--- src/pw_pkg.sv ---
`default_nettype none

package pw_pkg;

  // ----------------------------------------
  // Tile sizes
  // ----------------------------------------
  localparam int CIN            = 32;
  localparam int COUT           = 32;
  localparam int ADDR_W         = 16;
  localparam int WORD_W         = 128;
  localparam int ACC_W          = 32;
  localparam int W_WORDS        = 64;
  localparam int ACT_FIFO_DEPTH = 8;

  // Layer control FSM states
  localparam logic [1:0] LC_IDLE  = 2'd0;
  localparam logic [1:0] LC_WLOAD = 2'd1;
  localparam logic [1:0] LC_RUN   = 2'd2;
  localparam logic [1:0] LC_DONE  = 2'd3;

  // Prefetch FSM states
  localparam logic [1:0] PF_IDLE  = 2'd0;
  localparam logic [1:0] PF_WAIT0 = 2'd1;
  localparam logic [1:0] PF_WAIT1 = 2'd2;
  localparam logic [1:0] PF_NEXT  = 2'd3;

  // ----------------------------------------
  // Vector types
  // ----------------------------------------
  // Filled as two memory words, consumed one channel byte per step
  typedef union packed {
    logic [1:0][WORD_W-1:0] half;
    logic [CIN-1:0][7:0]    elem;
  } act_vec_t;

  typedef logic [COUT-1:0][7:0]      q_vec_t;
  typedef logic [COUT-1:0][ACC_W-1:0] acc_vec_t;

  // Two feature words per pixel, low channels first
  function automatic logic [ADDR_W-1:0] in_word_addr(input logic [ADDR_W-1:0] px,
                                                     input logic hsel);
    return {px[ADDR_W-2:0], hsel};
  endfunction

  function automatic logic [ADDR_W-1:0] out_word_addr(input logic [ADDR_W-1:0] px,
                                                      input logic hsel);
    return {px[ADDR_W-2:0], hsel};
  endfunction

endpackage

`default_nettype wire

--- src/act_prefetch.sv ---
`timescale 1ns/1ps
`default_nettype none

module act_prefetch import pw_pkg::*; (
  input  logic              CLK,
  input  logic              RESETn,
  input  logic              run_start,
  input  logic [ADDR_W-1:0] total_px,
  input  logic              feat_rd_valid,
  input  logic [WORD_W-1:0] feat_rd_data,
  output logic              feat_rd_en,
  output logic [ADDR_W-1:0] feat_rd_addr,
  input  logic              act_ready,
  output logic              act_valid,
  output logic [ADDR_W-1:0] act_px,
  output act_vec_t          act_vec,
  output logic              act_last
);

  localparam int FIFO_AW = $clog2(ACT_FIFO_DEPTH);

  logic [1:0]        state;
  logic [ADDR_W-1:0] px_cnt;
  logic [WORD_W-1:0] low_half;

  logic              push;
  logic              push_last;
  act_vec_t          push_vec;
  logic              pop;

  act_vec_t          vec_mem  [ACT_FIFO_DEPTH];
  logic [ADDR_W-1:0] px_mem   [ACT_FIFO_DEPTH];
  logic              last_mem [ACT_FIFO_DEPTH];
  logic [FIFO_AW-1:0] wptr;
  logic [FIFO_AW-1:0] rptr;
  logic [FIFO_AW:0]   count;
  logic               full;

  // ----------------------------------------
  // Read sequencer
  // ----------------------------------------
  always_ff @(posedge CLK) begin
    if (!RESETn) begin
      state      <= PF_IDLE;
      px_cnt     <= '0;
      feat_rd_en <= 1'b0;
    end else begin
      feat_rd_en <= 1'b0;
      case (state)
        PF_IDLE: begin
          if (run_start) begin
            px_cnt       <= '0;
            feat_rd_en   <= 1'b1;
            feat_rd_addr <= in_word_addr('0, 1'b0);
            state        <= PF_WAIT0;
          end
        end
        PF_WAIT0: begin
          if (feat_rd_valid) begin
            low_half     <= feat_rd_data;
            feat_rd_en   <= 1'b1;
            feat_rd_addr <= in_word_addr(px_cnt, 1'b1);
            state        <= PF_WAIT1;
          end
        end
        PF_WAIT1: begin
          if (feat_rd_valid) begin
            px_cnt <= px_cnt + 1'b1;
            state  <= push_last ? PF_IDLE : PF_NEXT;
          end
        end
        default: begin
          // Hold off while the FIFO has no room
          if (!full) begin
            feat_rd_en   <= 1'b1;
            feat_rd_addr <= in_word_addr(px_cnt, 1'b0);
            state        <= PF_WAIT0;
          end
        end
      endcase
    end
  end

  always_comb begin
    push_vec.half[0] = low_half;
    push_vec.half[1] = feat_rd_data;
  end

  assign push      = (state == PF_WAIT1) && feat_rd_valid;
  assign push_last = (px_cnt == total_px - 1'b1);

  // ----------------------------------------
  // Activation FIFO
  // ----------------------------------------
  assign full      = (count == ACT_FIFO_DEPTH);
  assign act_valid = (count != '0);
  assign pop       = act_valid && act_ready;

  always_ff @(posedge CLK) begin
    if (push) begin
      vec_mem[wptr]  <= push_vec;
      px_mem[wptr]   <= px_cnt;
      last_mem[wptr] <= push_last;
    end
  end

  always_ff @(posedge CLK) begin
    if (!RESETn) begin
      wptr  <= '0;
      rptr  <= '0;
      count <= '0;
    end else begin
      if (push) begin
        wptr <= wptr + 1'b1;
      end
      if (pop) begin
        rptr <= rptr + 1'b1;
      end
      count <= count + push - pop;
    end
  end

  assign act_vec  = vec_mem[rptr];
  assign act_px   = px_mem[rptr];
  assign act_last = last_mem[rptr];

endmodule

`default_nettype wire

--- config.mk ---
export PLATFORM = sky130hd
export DESIGN_NAME = act_prefetch
export DESIGN_NICKNAME = d
export VERILOG_FILES = /design/src/pw_pkg.sv /design/src/act_prefetch.sv
export SDC_FILE = /design/constraint.sdc
export NUM_CORES = 2
export LEC_CHECK = 0
export ABC_CLOCK_PERIOD_IN_PS = 34800
export BUFFER_PORTS_ARGS = -buffer_cell sky130_fd_sc_hd__clkbuf_2
export CORE_MARGIN = 2
export CORE_UTILIZATION = 37
export DETAILED_ROUTE_END_ITERATION = 10
export GPL_TIMING_DRIVEN = 0
export PLACE_DENSITY = 0.5
export SLEW_MARGIN = 30
export SYNTH_ARGS = -nofsm -noshare
export SYNTH_HDL_FRONTEND = slang
export SYNTH_SLANG_ARGS = --single-unit
--- constraint.sdc ---
create_clock -name CLK -period 34.8 [get_ports CLK]
set_input_delay 1.74 -clock CLK [delete_from_list [all_inputs] [get_ports CLK]]
set_output_delay 1.74 -clock CLK [all_outputs]
set_load 0.005 [all_outputs]
==> metrics.yaml <==
layout:
  layout.cells.non_filler: 8028
  regArea_mm2: 0.07055
  multiInputGateArea_mm2: 0.01698
  n_fill_cell: 20200
  fin_nets: 4803
  area_delta_synth_final_pct: 20.77
  drive_above_1_share_pct: 42.45
yosys:
  synth_top_family_by_area: "multiplexers"
  synth_area_mm2: 0.08817
  synth_compound_area_share_pct: 0.3065
  synth_warnings: 0
  synthFlopType: "edfxtp_1"
  synthAdderAreaFrac_pct: 0.2214
  syn-mean-instance-area_um2: 24.59
  async_flop_share_pct: 0
  synth_mux_area_share_pct: 17.46
  ys_seq_area_share_pct: 80.01
  yosysTopAreaCell: "edfxtp_1"
  synth-edff-count: 2328
  ys_ff_latch: 2360
  synth_top_area_share_pct: 79.29
  synth-simple-area-share_pct: 0.8642
  synth_area_leaders: "edfxtp_1, mux4_2, mux2_2, dfxtp_1, clkbuf_1"
  syn_nets: 3749
  synthXorXnorAreaFrac_pct: 0.3534
  netlist_instances: 3585
  yosys.cell_types.count: 60
pwr:
  powerDensity_mw_per_mm2: 65.78
  vdd_ir_drop_max_v: 0.00004706
  leakage_nw: 34.31
detailed_routing:
  wl_met1_um: 96450
  wl_per_cell_um: 27.27
  drtIter0Drc: 3532
  ant_nets: 0
  num_vias: 40780
  drt-pass1-iter-count: 5
  met2_length_um: 104500
  drt-total-wl_um: 218900
  top_layer: "met5"
  avgViaCountPerCell: 5.080
  drc_errors: 0
  wl_met3_um: 13070
grt:
  overflow: 0
  antenna_found_initial: 38
  grt_util_all_layers_pct: 17.94
  grt_pass1_vias: 43010
  grt_max_degree: 31
  grt_first_pass_wirelength_um: 313600
timing:
  slew-limit-headroom_pct: 32.28
  slew_violations: 0
  fin_crit_sh_pct: 15.95
  setup_viol: 0
  period_needed_ns: 5.552
  hold_viol: 0
  fmax_ghz: 0.1801
  fin_tns_setup_ns: 0
  worstMarginPinSlew_ns: 1.016
  fin_worst_skew_ns: 0.06577
  rsz0062_at_grt: "no"
die:
  die_h_um: 492.2
  rows: 179
  num_io_pins: 440
  die_area_mm2: 0.2422
  die_width_um: 492.2
  initial_utilization_pct: 37.14
  coreArea_mm2: 0.2374
setup_path:
  r2r-start: "state[0]"
  reg2regPathDepth: 18
  endpoint_kind: "output port"
  arrival_ns: 3.81
  crit_fanout: 10
  worst_setup_path_start_kind: "flop"
  path_class: "reg -> out"
  slowest_stage: "clkbuf_1"
  max_stage_delay_ns: 0.72
  cp.required_ns: 33.06
  critical_path.cell_chain: "clkbuf_1 > clkbuf_2 > buf_16 > clkbuf_1 > mux4_2 > mux2_2 > clkbuf_2"
clock_tree:
  clk_pin_slew_ns: 0.06
  clk_latency_ns: 0.89
  postCtsSetupBuffers: 0
  cts-root-buf: "clkbuf_16"
  tritoncts: "built"
  cts_max_level: 4
  cts_repair_resize_count: 0
  clock-sinks: 2360
  cts_buffer_depth: 3
  holdBufCountCts: 0
  cts_made_buffers: 241
hold_path:
  hold_path.class: "reg -> reg"
  hold_path_depth: 2
  hp-start: "rptr[1]"
place:
  post-dp-hpwl_um: 150400
  gp_congestion: 0.7205
  dp_cells: 7563
  port_buffers: 438
outcome:
  status: "finished, final reports clean"
flow_run:
  cap_violations: 0
[final timing paths]
path                                        to  slack, ns
worst min-delay path                      flop       0.52
worst min register to register            flop       0.52
worst max register to register  vec_mem[0][98]      30.13
worst max-delay path               act_vec[27]      29.25
[cell usage after synthesis (all sizes together), types with 3 or more instances]
| cell | number |
|---|---|
| nand3 | 11 |
| a21oi | 11 |
| ha | 14 |
| xor2 | 17 |
| buf | 72 |
| mux2 | 273 |
| clkbuf | 90 |
| and2 | 17 |
| dfxtp | 32 |
| mux4 | 546 |
| nand2b | 10 |
| and3 | 5 |
| inv | 18 |
| o22ai | 3 |
| nand2 | 18 |
| or3 | 7 |
| xnor2 | 16 |
| nor3 | 10 |
| nand4 | 3 |
| edfxtp | 2328 |
| nor4 | 3 |
| o21ai | 9 |
| nor2b | 4 |
| nor2 | 31 |
| or4 | 3 |
[registers in the layout (all words and copies together), names as in the netlist, named ones only]
| name | cells |
|---|---|
| count | 4 |
| feat_rd_addr | 16 |
| feat_rd_en | 1 |
| last_mem | 8 |
| low_half | 128 |
| px_cnt | 16 |
| px_mem | 128 |
| rptr | 3 |
| state | 2 |
| vec_mem | 2048 |
| wptr | 3 |
[through the flow]
| stage | utilization (%) | hold slack (ns) | worst slack [ns] | cell area [um2] | power (W) |
|---|---|---|---|---|---|
| 2_1_floorplan | - | 0.4541 | 5.702 | 88170 | 0.004033 |
| 6_report | 44.85 | 0.5227 | 29.25 | 106500 | 0.007004 |
| 3_3_place_gp | 39.73 | 0.5212 | -26.50 | 94320 | 0.004591 |
| 3_5_place_dp | 41.59 | 0.5128 | 29.17 | 98730 | 0.004592 |
| 5_1_grt | 44.85 | 0.5451 | 29.04 | 106500 | 0.007291 |
| 4_1_cts | 44.84 | 0.5149 | 28.99 | 106400 | 0.007125 |
[placed cells by master (no fill, tap or decap), types with 10 or more instances in the layout]
cell	netlist	layout
edfxtp_1	2328	2328
xor2_1	17	17
bufinv_16	0	20
a21oi_1	11	11
buf_1	69	14
clkinv_2	0	43
nand2b_1	10	10
buf_2	1	109
clkinv_1	0	70
diode_2	0	11
and2_1	17	17
dfxtp_1	32	32
buf_16	0	74
mux4_2	546	546
xnor2_1	16	16
buf_6	2	18
clkbuf_16	0	241
clkbuf_2	0	469
buf_4	0	211
nand2_1	18	18
nand3_1	11	11
ha_1	14	14
mux2_2	273	273
nor2_1	31	28
inv_1	18	18
clkbuf_1	90	123
[cells by family (layout without fill, tap and decap cells)]
kind of cell,after synthesis,in the layout
AOI/OAI and AO/OA,40,40
xor gates and xnor gates,34,34
adders and majority gates,15,15
buffers and inverters,180,1445
DFF,2360,2360
muxes,821,821
other,0,11
and+or+nand+nor,135,135
[worst max-delay path: cells and delay by family (launching register included)]
kind	cells	cell delay, ns
buffers and inverters	5	1.92
multiplexers	2	0.70
flip-flops	1	0.30
[cell type report]
class / instances / area share [%]
inverter: 18 / 0.06345
clock inverter: 157 / 1.369
tap: 3167 / 3.721
sequential: 2360 / 66.25
buffer: 162 / 0.6815
timing repair buffer: 811 / 6.066
clock buffer: 297 / 5.870
antenna: 11 / 0.02585
multi-input combinational: 1045 / 15.95
[per-layer routing]
metal  up-vias  track usage [%]
li1      17490                -
met1     21880            25.11
met2      1093            28.34
met3       308            4.086
met4        20            4.873
met5         -                0
[report_power, final]
group	switching [W]	leakage, nW	internal, W
logic	0.000673	9.26	0.000618
registers	0.0000275	21.3	0.00316
clock network	0.00110	3.75	0.00142
total	0.00180	34.3	0.00521
Note: power is estimated with default switching activity, not from simulation.
