### src/pw_pkg.sv
`default_nettype none

package pw_pkg;

  // ----------------------------------------
  // Tile sizes
  // ----------------------------------------
  localparam int CIN            = 32;
  localparam int COUT           = 32;
  localparam int ADDR_W         = 16;
  localparam int WORD_W         = 128;
  localparam int ACC_W          = 32;
  localparam int W_WORDS        = 64;
  localparam int ACT_FIFO_DEPTH = 8;

  // Layer control FSM states
  localparam logic [1:0] LC_IDLE  = 2'd0;
  localparam logic [1:0] LC_WLOAD = 2'd1;
  localparam logic [1:0] LC_RUN   = 2'd2;
  localparam logic [1:0] LC_DONE  = 2'd3;

  // Prefetch FSM states
  localparam logic [1:0] PF_IDLE  = 2'd0;
  localparam logic [1:0] PF_WAIT0 = 2'd1;
  localparam logic [1:0] PF_WAIT1 = 2'd2;
  localparam logic [1:0] PF_NEXT  = 2'd3;

  // ----------------------------------------
  // Vector types
  // ----------------------------------------
  // Filled as two memory words, consumed one channel byte per step
  typedef union packed {
    logic [1:0][WORD_W-1:0] half;
    logic [CIN-1:0][7:0]    elem;
  } act_vec_t;

  typedef logic [COUT-1:0][7:0]      q_vec_t;
  typedef logic [COUT-1:0][ACC_W-1:0] acc_vec_t;

  // Two feature words per pixel, low channels first
  function automatic logic [ADDR_W-1:0] in_word_addr(input logic [ADDR_W-1:0] px,
                                                     input logic hsel);
    return {px[ADDR_W-2:0], hsel};
  endfunction

  function automatic logic [ADDR_W-1:0] out_word_addr(input logic [ADDR_W-1:0] px,
                                                      input logic hsel);
    return {px[ADDR_W-2:0], hsel};
  endfunction

endpackage

`default_nettype wire

### src/pw_stage_if.sv
`timescale 1ns/1ps
`default_nettype none


// ----------------------------------------
// Requant to writeback
// ----------------------------------------
interface q_if import pw_pkg::*; ();

  logic              valid;
  logic [ADDR_W-1:0] px;
  q_vec_t            q;
  // Marks the final pixel of the run
  logic              last;

  modport src (output valid, px, q, last);
  modport dst (input valid, px, q, last);

endinterface

`default_nettype wire

### src/writeback.sv
`timescale 1ns/1ps
`default_nettype none

module writeback import pw_pkg::*; (
  input  logic              CLK,
  input  logic              RESETn,
  q_if.dst                  q_bus,
  output logic              feat_wr_en,
  output logic [ADDR_W-1:0] feat_wr_addr,
  output logic [WORD_W-1:0] feat_wr_data,
  output logic              run_end
);

  logic              hi_phase;
  logic              last_wr;
  logic [WORD_W-1:0] hi_r;
  logic [ADDR_W-1:0] px_r;
  logic              last_r;

  always_ff @(posedge CLK) begin
    if (!RESETn) begin
      feat_wr_en <= 1'b0;
      hi_phase   <= 1'b0;
      last_wr    <= 1'b0;
      run_end    <= 1'b0;
    end else begin
      feat_wr_en <= 1'b0;
      last_wr    <= 1'b0;
      run_end    <= last_wr;
      if (q_bus.valid) begin
        feat_wr_en <= 1'b1;
        hi_phase   <= 1'b1;
      end else if (hi_phase) begin
        // Upper half goes out next
        feat_wr_en <= 1'b1;
        hi_phase   <= 1'b0;
        last_wr    <= last_r;
      end
    end
  end

  // Low channels to 2*px, high channels to 2*px+1
  always_ff @(posedge CLK) begin
    if (q_bus.valid) begin
      hi_r         <= q_bus.q[COUT-1:COUT/2];
      px_r         <= q_bus.px;
      last_r       <= q_bus.last;
      feat_wr_addr <= out_word_addr(q_bus.px, 1'b0);
      feat_wr_data <= q_bus.q[COUT/2-1:0];
    end else if (hi_phase) begin
      feat_wr_addr <= out_word_addr(px_r, 1'b1);
      feat_wr_data <= hi_r;
    end
  end

endmodule

`default_nettype wire

### src/flat_wrapper.sv
// flat-port wrapper written by rule: the top's interface ports become plain ports
module writeback_flat import pw_pkg::*;
  (CLK, RESETn, feat_wr_en, feat_wr_addr, feat_wr_data, run_end, q_bus_valid, q_bus_px, q_bus_q, q_bus_last);
  q_if q_bus_i ();
  input  logic CLK;
  input  logic RESETn;
  output logic feat_wr_en;
  output logic [ADDR_W-1:0] feat_wr_addr;
  output logic [WORD_W-1:0] feat_wr_data;
  output logic run_end;
  input wire logic [$bits(q_bus_i.valid)-1:0] q_bus_valid;
  input wire logic [$bits(q_bus_i.px)-1:0] q_bus_px;
  input wire logic [$bits(q_bus_i.q)-1:0] q_bus_q;
  input wire logic [$bits(q_bus_i.last)-1:0] q_bus_last;
  assign q_bus_i.valid = q_bus_valid;
  assign q_bus_i.px = q_bus_px;
  assign q_bus_i.q = q_bus_q;
  assign q_bus_i.last = q_bus_last;
  writeback u_core (.CLK(CLK), .RESETn(RESETn), .q_bus(q_bus_i), .feat_wr_en(feat_wr_en), .feat_wr_addr(feat_wr_addr), .feat_wr_data(feat_wr_data), .run_end(run_end));
endmodule
### config.mk
export PLATFORM = sky130hd
export DESIGN_NAME = writeback_flat
export DESIGN_NICKNAME = d
export VERILOG_FILES = /design/src/pw_pkg.sv /design/src/pw_stage_if.sv /design/src/writeback.sv /design/src/flat_wrapper.sv
export SDC_FILE = /design/constraint.sdc
export NUM_CORES = 1
export LEC_CHECK = 0
export BUFFER_PORTS_ARGS = -buffer_cell sky130_fd_sc_hd__buf_2
export CELL_PAD_IN_SITES_DETAIL_PLACEMENT = 1
export CELL_PAD_IN_SITES_GLOBAL_PLACEMENT = 1
export CORE_MARGIN = 2
export CORE_UTILIZATION = 31
export CTS_CLUSTER_DIAMETER = 120
export DETAILED_ROUTE_END_ITERATION = 16
export PLACE_DENSITY = 0.64
export SYNTH_ARGS = -nofsm -noshare
export SYNTH_HDL_FRONTEND = slang
export SYNTH_SLANG_ARGS = --single-unit
### constraint.sdc
create_clock -name CLK -period 14.2 [get_ports CLK]
set_clock_uncertainty 0.05 [all_clocks]
set_input_delay 2.84 -clock CLK [delete_from_list [all_inputs] [get_ports CLK]]
set_output_delay 2.84 -clock CLK [all_outputs]
set_load 0.005 [all_outputs]
==> results of run 1 <==
through the flow:
stage                     instances  hold WS, ns  instance area, µm²  util, %  total power (W)
final                          1381        0.386               14200     42.3          0.00208
after global routing           1379        0.421               14200     42.3          0.00217
after CTS                      1377        0.399               14200     42.3          0.00212
after detailed placement       1316        0.386               13000     38.9          0.00123
after global placement         1316        0.369               13000     38.9          0.00122
after floorplan                 461        0.362               10500        -          0.00113
layout make-up:
type                            instances  area (µm²)
Clock buffer                           43         968
Timing Repair Buffer                  425        2150
Antenna cell                            4        10.0
Tap cell                              448         561
Fill cell                            3442       19300
Clock inverter                         18         169
Sequential cell                       292        8720
Multi-Input combinational cell        151        1620
registers in the layout (all words and copies together), names as in the netlist:
name,cells
u_core.feat_wr_addr,16
u_core.feat_wr_data,128
u_core.feat_wr_en,1
u_core.hi_phase,1
u_core.hi_r,128
u_core.last_r,1
u_core.last_wr,1
u_core.px_r,15
u_core.run_end,1
final timing paths:
path | from | endpoint | slack [ns] | cells past startpoint
setup / recovery | q_bus_valid | u_core.feat_wr_data[70]$_DFFE_PP_ | 8.14 | 5
hold / removal | u_core.last_wr$_SDFF_PP0_ | u_core.run_end$_SDFF_PN0_ | 0.39 | 1
setup reg to reg | u_core.hi_phase$_SDFF_PN0_ | u_core.feat_wr_addr[5]$_DFFE_PP_ | 11.52 | 2
hold reg to reg | u_core.last_wr$_SDFF_PP0_ | u_core.run_end$_SDFF_PN0_ | 0.39 | 1
placed cells by master, fill, tap and decap left out, drive strengths merged:
| cell type | count |
|---|---|
| buf | 425 |
| edfxtp | 287 |
| mux2 | 128 |
| clkbuf | 43 |
| a22o | 15 |
| clkinv | 12 |
| dfxtp | 5 |
| diode | 4 |
| and2 | 3 |
| bufinv | 3 |
| clkinvlp | 3 |
| nor2 | 2 |
| nor2b | 1 |
| or2 | 1 |
| and3 | 1 |
worst reg2reg max path: cells and delay by family, from the launching register on:
kind / cells / cell delay (ns)
buf+inv: 1 / 1.00
simple gates: 1 / 0.80
flops: 1 / 0.34
cell families after synthesis:
family / Yosys count / share of synthesized area [%]
AOI/OAI and AO/OA: 15 / 1.25
DFF: 292 / 82.7
and+or+nand+nor: 8 / 0.427
muxes: 128 / 13.7
buffers and inverters: 18 / 2.00
power by group through the flow:
| stage | Sequential, W | Combinational (W) | Clock, W |
|---|---|---|---|
| after floorplan | 0.00107 | 0.0000549 | 0 |
| after global placement | 0.00107 | 0.000153 | 0 |
| after detailed placement | 0.00107 | 0.000157 | 0 |
| after CTS | 0.00105 | 0.000158 | 0.000905 |
| after global routing | 0.00106 | 0.000169 | 0.000941 |
| final | 0.00105 | 0.000153 | 0.000875 |
per-layer routing:
layer / up-vias / GRT usage, % / share of wire (%)
li1: 2745 / - / -
met1: 2918 / 15.5 / 36
met2: 281 / 25.3 / 51
met3: 47 / 5.64 / 10
met4: 0 / 4.72 / 2.6
met5: - / 0 / 0
==> flow_summary.toml, run 1 <==
[floorplan]
die_w_um = 188
num_rows = 67
chipHeight_um = 188
die_area_um2 = 35500
start_util_pct = 31.5
core_area_um2 = 33500
ioPinCount = 422

[synth]
syn_area_per_cell_um2 = 22.9
synthArstFlopShare_pct = 0
yosysMostFrequentCell = "edfxtp_1"
netlist_area_um2 = 10500
yosys-top-cells-count = "edfxtp_1 (287), mux2_2 (127), a22o_1 (15)"
yosysTopAreaCell = "edfxtp_1"
synth_flop_cell = "edfxtp_1"
synth_edf_count = 287
synth.distinct_cells = 14
yosysSeqAreaShare_pct = 82.7
netlist_instances = 461
ys_top_cells_by_area = "edfxtp_1 (82%), mux2_2 (14%), clkbuf_8 (1.3%)"
ys_ff_latch = 292
syn-num-nets = 737
yosys_warnings = 0
netlist.area_leader.share_pct = 81.7

[final_layout]
syn_to_final_growth_pct = 34.6
drive_gt1_share_pct = 65.0
nNetsFinal = 1181

[worst_setup_path]
cpLargestDelayFamily = "buffers and inverters"
cp_data_required_time_ns = 14.39
worstPathCellList = "buf_8 -> buf_4 -> buf_4 -> buf_4 -> mux2_2"
end_kind = "flip-flop"
arrival_ns = 6.25
worst-path-max-fanout = 87
cp.buffers_inverters = 4
critPathLaunchType = "primary input"
cpMaxStageDelayCell = "buf_4"
cp_slowest_stage_delay_ns = 0.85
critPathMostFrequentCell = "buf_4"
critPathKind = "in -> reg"

[route]
viasPerCell = 4.34
vias = 5991
first_iter_violations = 214
drt_wl_total_um = 26000
wire_per_inst_um = 18.8
drt-pass1-iter-count = 4
ant_nets = 0
route.detailed.drc = 0

[clocking]
cts_made_buffers = 35
cts_sinks = 292
path_clk_slew_ns = 0.06
cts_setup_buffers = 0
cts_buffer_depth = 3
clock_tree.root_cell = "clkbuf_16"
clk_latency_ns = 0.49
ctsHtreeMaxLevel = 2
cts_hold_repair.buffers = 0
ctsResizeCount = 0
cts_tree = "yes"

[sta]
tightest_slew_ns = 1.08
rsz0062_at_grt = "false"
final.setup.tns_ns = 0
hold_viol = 0
setup_slack_ns = 8.14
min_period_over_period_pct = 42.7
slew_violations = 0
setup_viol = 0
slew_headroom_pct = 27.8
min_period_ns = 6.06
timing.fmax_mhz = 165

[global_routing]
grt_pass1_wl_um = 38900
antenna_found_initial = 5
grt_usage_pct = 14.3
overflow = 0
grt_max_degree = 88
grt_pass1_vias = 6579

[power_and_ir_drop]
leakage_nw = 5.70
swShare_pct = 20.5
ir_worst_vdd_mv = 0.0868
p_seq_share_pct = 50.6
p_int_w = 0.00165
p_per_area_nw_per_um2 = 146
combinationalPowerShare_pct = 7.4
pwr-share-clk_pct = 42.1
p_switching_w = 0.000426

[placed_design]
dp_slack_ns = 7.46
hpwl_um = 18200
io_buffers = 420
gp_congestion = 0.748

[worst_hold_path]
hp-class = "reg -> reg"

[outcome]
status = "finished, final reports clean"

[flow_run]
maxCapViolCount = 0
Note: power is estimated with default switching activity, not from simulation.
==> run 2: changes to the inputs <==
==> constraint.sdc (replaced) <==
create_clock -name CLK -period 6.3 [get_ports CLK]
set_clock_uncertainty 0.05 [all_clocks]
set_input_delay 1.26 -clock CLK [delete_from_list [all_inputs] [get_ports CLK]]
set_output_delay 1.26 -clock CLK [all_outputs]
set_load 0.005 [all_outputs]
==> flow_summary.toml, run 2 (synthesis results as in run 1) <==
[worst_setup_path]
critPathKind = "in -> reg"
r2r_start = "u_core.hi_phase$_SDFF_PN0_"
cp_data_required_time_ns = 6.38
ff2ff_path_depth = 2
r2r_slack_ns = 4.17
end_kind = "flip-flop"
r2r_end = "u_core.feat_wr_addr[8]$_DFFE_PP_"
arrival_ns = 3.26
worst-path-max-fanout = 93
critPathLaunchType = "primary input"

[power_and_ir_drop]
p_per_area_nw_per_um2 = 326
p_switching_w = 0.000943
combinationalPowerShare_pct = 7.6
p_seq_share_pct = 51.4
ir_worst_vdd_mv = 0.218
leakage_nw = 5.68
p_int_w = 0.00367
swShare_pct = 20.4
pwr-share-clk_pct = 41.1

[clocking]
cts_buffer_depth = 3
clk_latency_ns = 0.49
ctsResizeCount = 0
cts_tree = "yes"
cts_hold_repair.buffers = 0
cts_setup_buffers = 0
ctsHtreeMaxLevel = 2
cts_made_buffers = 34
path_clk_slew_ns = 0.06
clock_tree.root_cell = "clkbuf_16"
cts_sinks = 292

[worst_hold_path]
hp-class = "reg -> reg"
hp-start = "u_core.last_wr$_SDFF_PP0_"
hold_end = "u_core.run_end$_SDFF_PN0_"
min_delay_path_depth = 1

[sta]
min_period_over_period_pct = 50.5
slew_headroom_pct = 35.8
tightest_slew_ns = 0.963
slew_violations = 0
fin_hold_ws_ns = 0.383
min_period_ns = 3.18
setup_viol = 0
hold_viol = 0
final.setup.tns_ns = 0
timing.fmax_mhz = 314
rsz0062_at_grt = "false"

[floorplan]
num_rows = 67
start_util_pct = 31.5
ioPinCount = 422
die_w_um = 188
core_area_um2 = 33500
die_area_um2 = 35500
chipHeight_um = 188

[route]
drt-pass1-iter-count = 4
viasPerCell = 4.30
route.detailed.drc = 0
wire_per_inst_um = 18.8
vias = 5939
first_iter_violations = 256
ant_nets = 0
drt_wl_total_um = 26000

[final_layout]
syn_to_final_growth_pct = 34.3
layout_commonest_cell = "buf_2"
final_cell_mix = "buf_2 (419), edfxtp_1 (287), mux2_2 (127)"
reg_top3 = "u_core.feat_wr_data: 128 flops, u_core.hi_r: 128 flops, u_core.feat_wr_addr: 16 flops"
final_area_um2 = 14200
nFillCells = 3434
drive_gt1_share_pct = 64.4
nNetsFinal = 1179

[global_routing]
grt_pass1_vias = 6387
grt_pass1_wl_um = 38300
grt_max_degree = 144
antenna_found_initial = 5
overflow = 0
grt_usage_pct = 14.1

[flow_run]
maxCapViolCount = 0

[placed_design]
placed_cell_area_um2 = 13100
gp_congestion = 0.746
io_buffers = 420
hpwl_um = 18300

[outcome]
status = "finished, final reports clean"
-- run 2: area by class of cell --
type                            count  area [µm²]  share of cell area [%]
Antenna cell                        7        17.5                   0.124
Sequential cell                   292        8720                    61.6
Clock buffer                       49         971                    6.86
Multi-Input combinational cell    151        1620                    11.4
Timing Repair Buffer              424        2170                    15.3
Tap cell                          448         561                    3.96
Clock inverter                     11         108                   0.760
-- run 2: power groups by stage --
stage	Sequential [W]	Combinational [W]	Clock [W]
floorplan	0.00242	0.000124	0
finish	0.00237	0.000349	0.00189
global route	0.00238	0.000383	0.00204
CTS	0.00237	0.000359	0.00197
detailed placement	0.00241	0.000357	0
global placement	0.00240	0.000347	0
-- run 2: through the flow --
stage                     worst slack [ns]  utilization, %  power [W]  instances
after floorplan                       1.20               -    0.00254        461
after global placement                2.56            39.0    0.00275       1315
after detailed placement              2.57            39.0    0.00277       1315
after CTS                             3.09            42.2    0.00470       1375
after global routing                  2.95            42.2    0.00480       1378
final                                 3.12            42.2    0.00461       1382
-- run 2: metal layers --
layer  track usage (%)  vias up  part of all wire (%)
li1                  -     2745                     -
met1              15.6     2871                    36
met2              24.6      273                    51
met3              5.18       50                   9.1
met4              5.56        0                   3.1
met5                 0        -                     0
-- run 2: how the worst max path moves through the flow --
stage                start  cells past startpoint  slack, ns                                 end
3_5_place_dp   q_bus_valid                      3       2.57   u_core.feat_wr_data[25]$_DFFE_PP_
5_1_grt        q_bus_valid                      3       2.95  u_core.feat_wr_data[111]$_DFFE_PP_
4_1_cts        q_bus_valid                      3       3.09   u_core.feat_wr_data[24]$_DFFE_PP_
3_3_place_gp   q_bus_valid                      3       2.56   u_core.feat_wr_data[85]$_DFFE_PP_
2_1_floorplan  q_bus_valid                      2       1.20   u_core.feat_wr_addr[10]$_DFFE_PP_
6_report       q_bus_valid                      3       3.12    u_core.feat_wr_addr[8]$_DFFE_PP_
-- run 2: worst max-delay path: stages --
cell    delay [ns]
buf_8         0.46
or2_4         0.85
buf_12        0.47
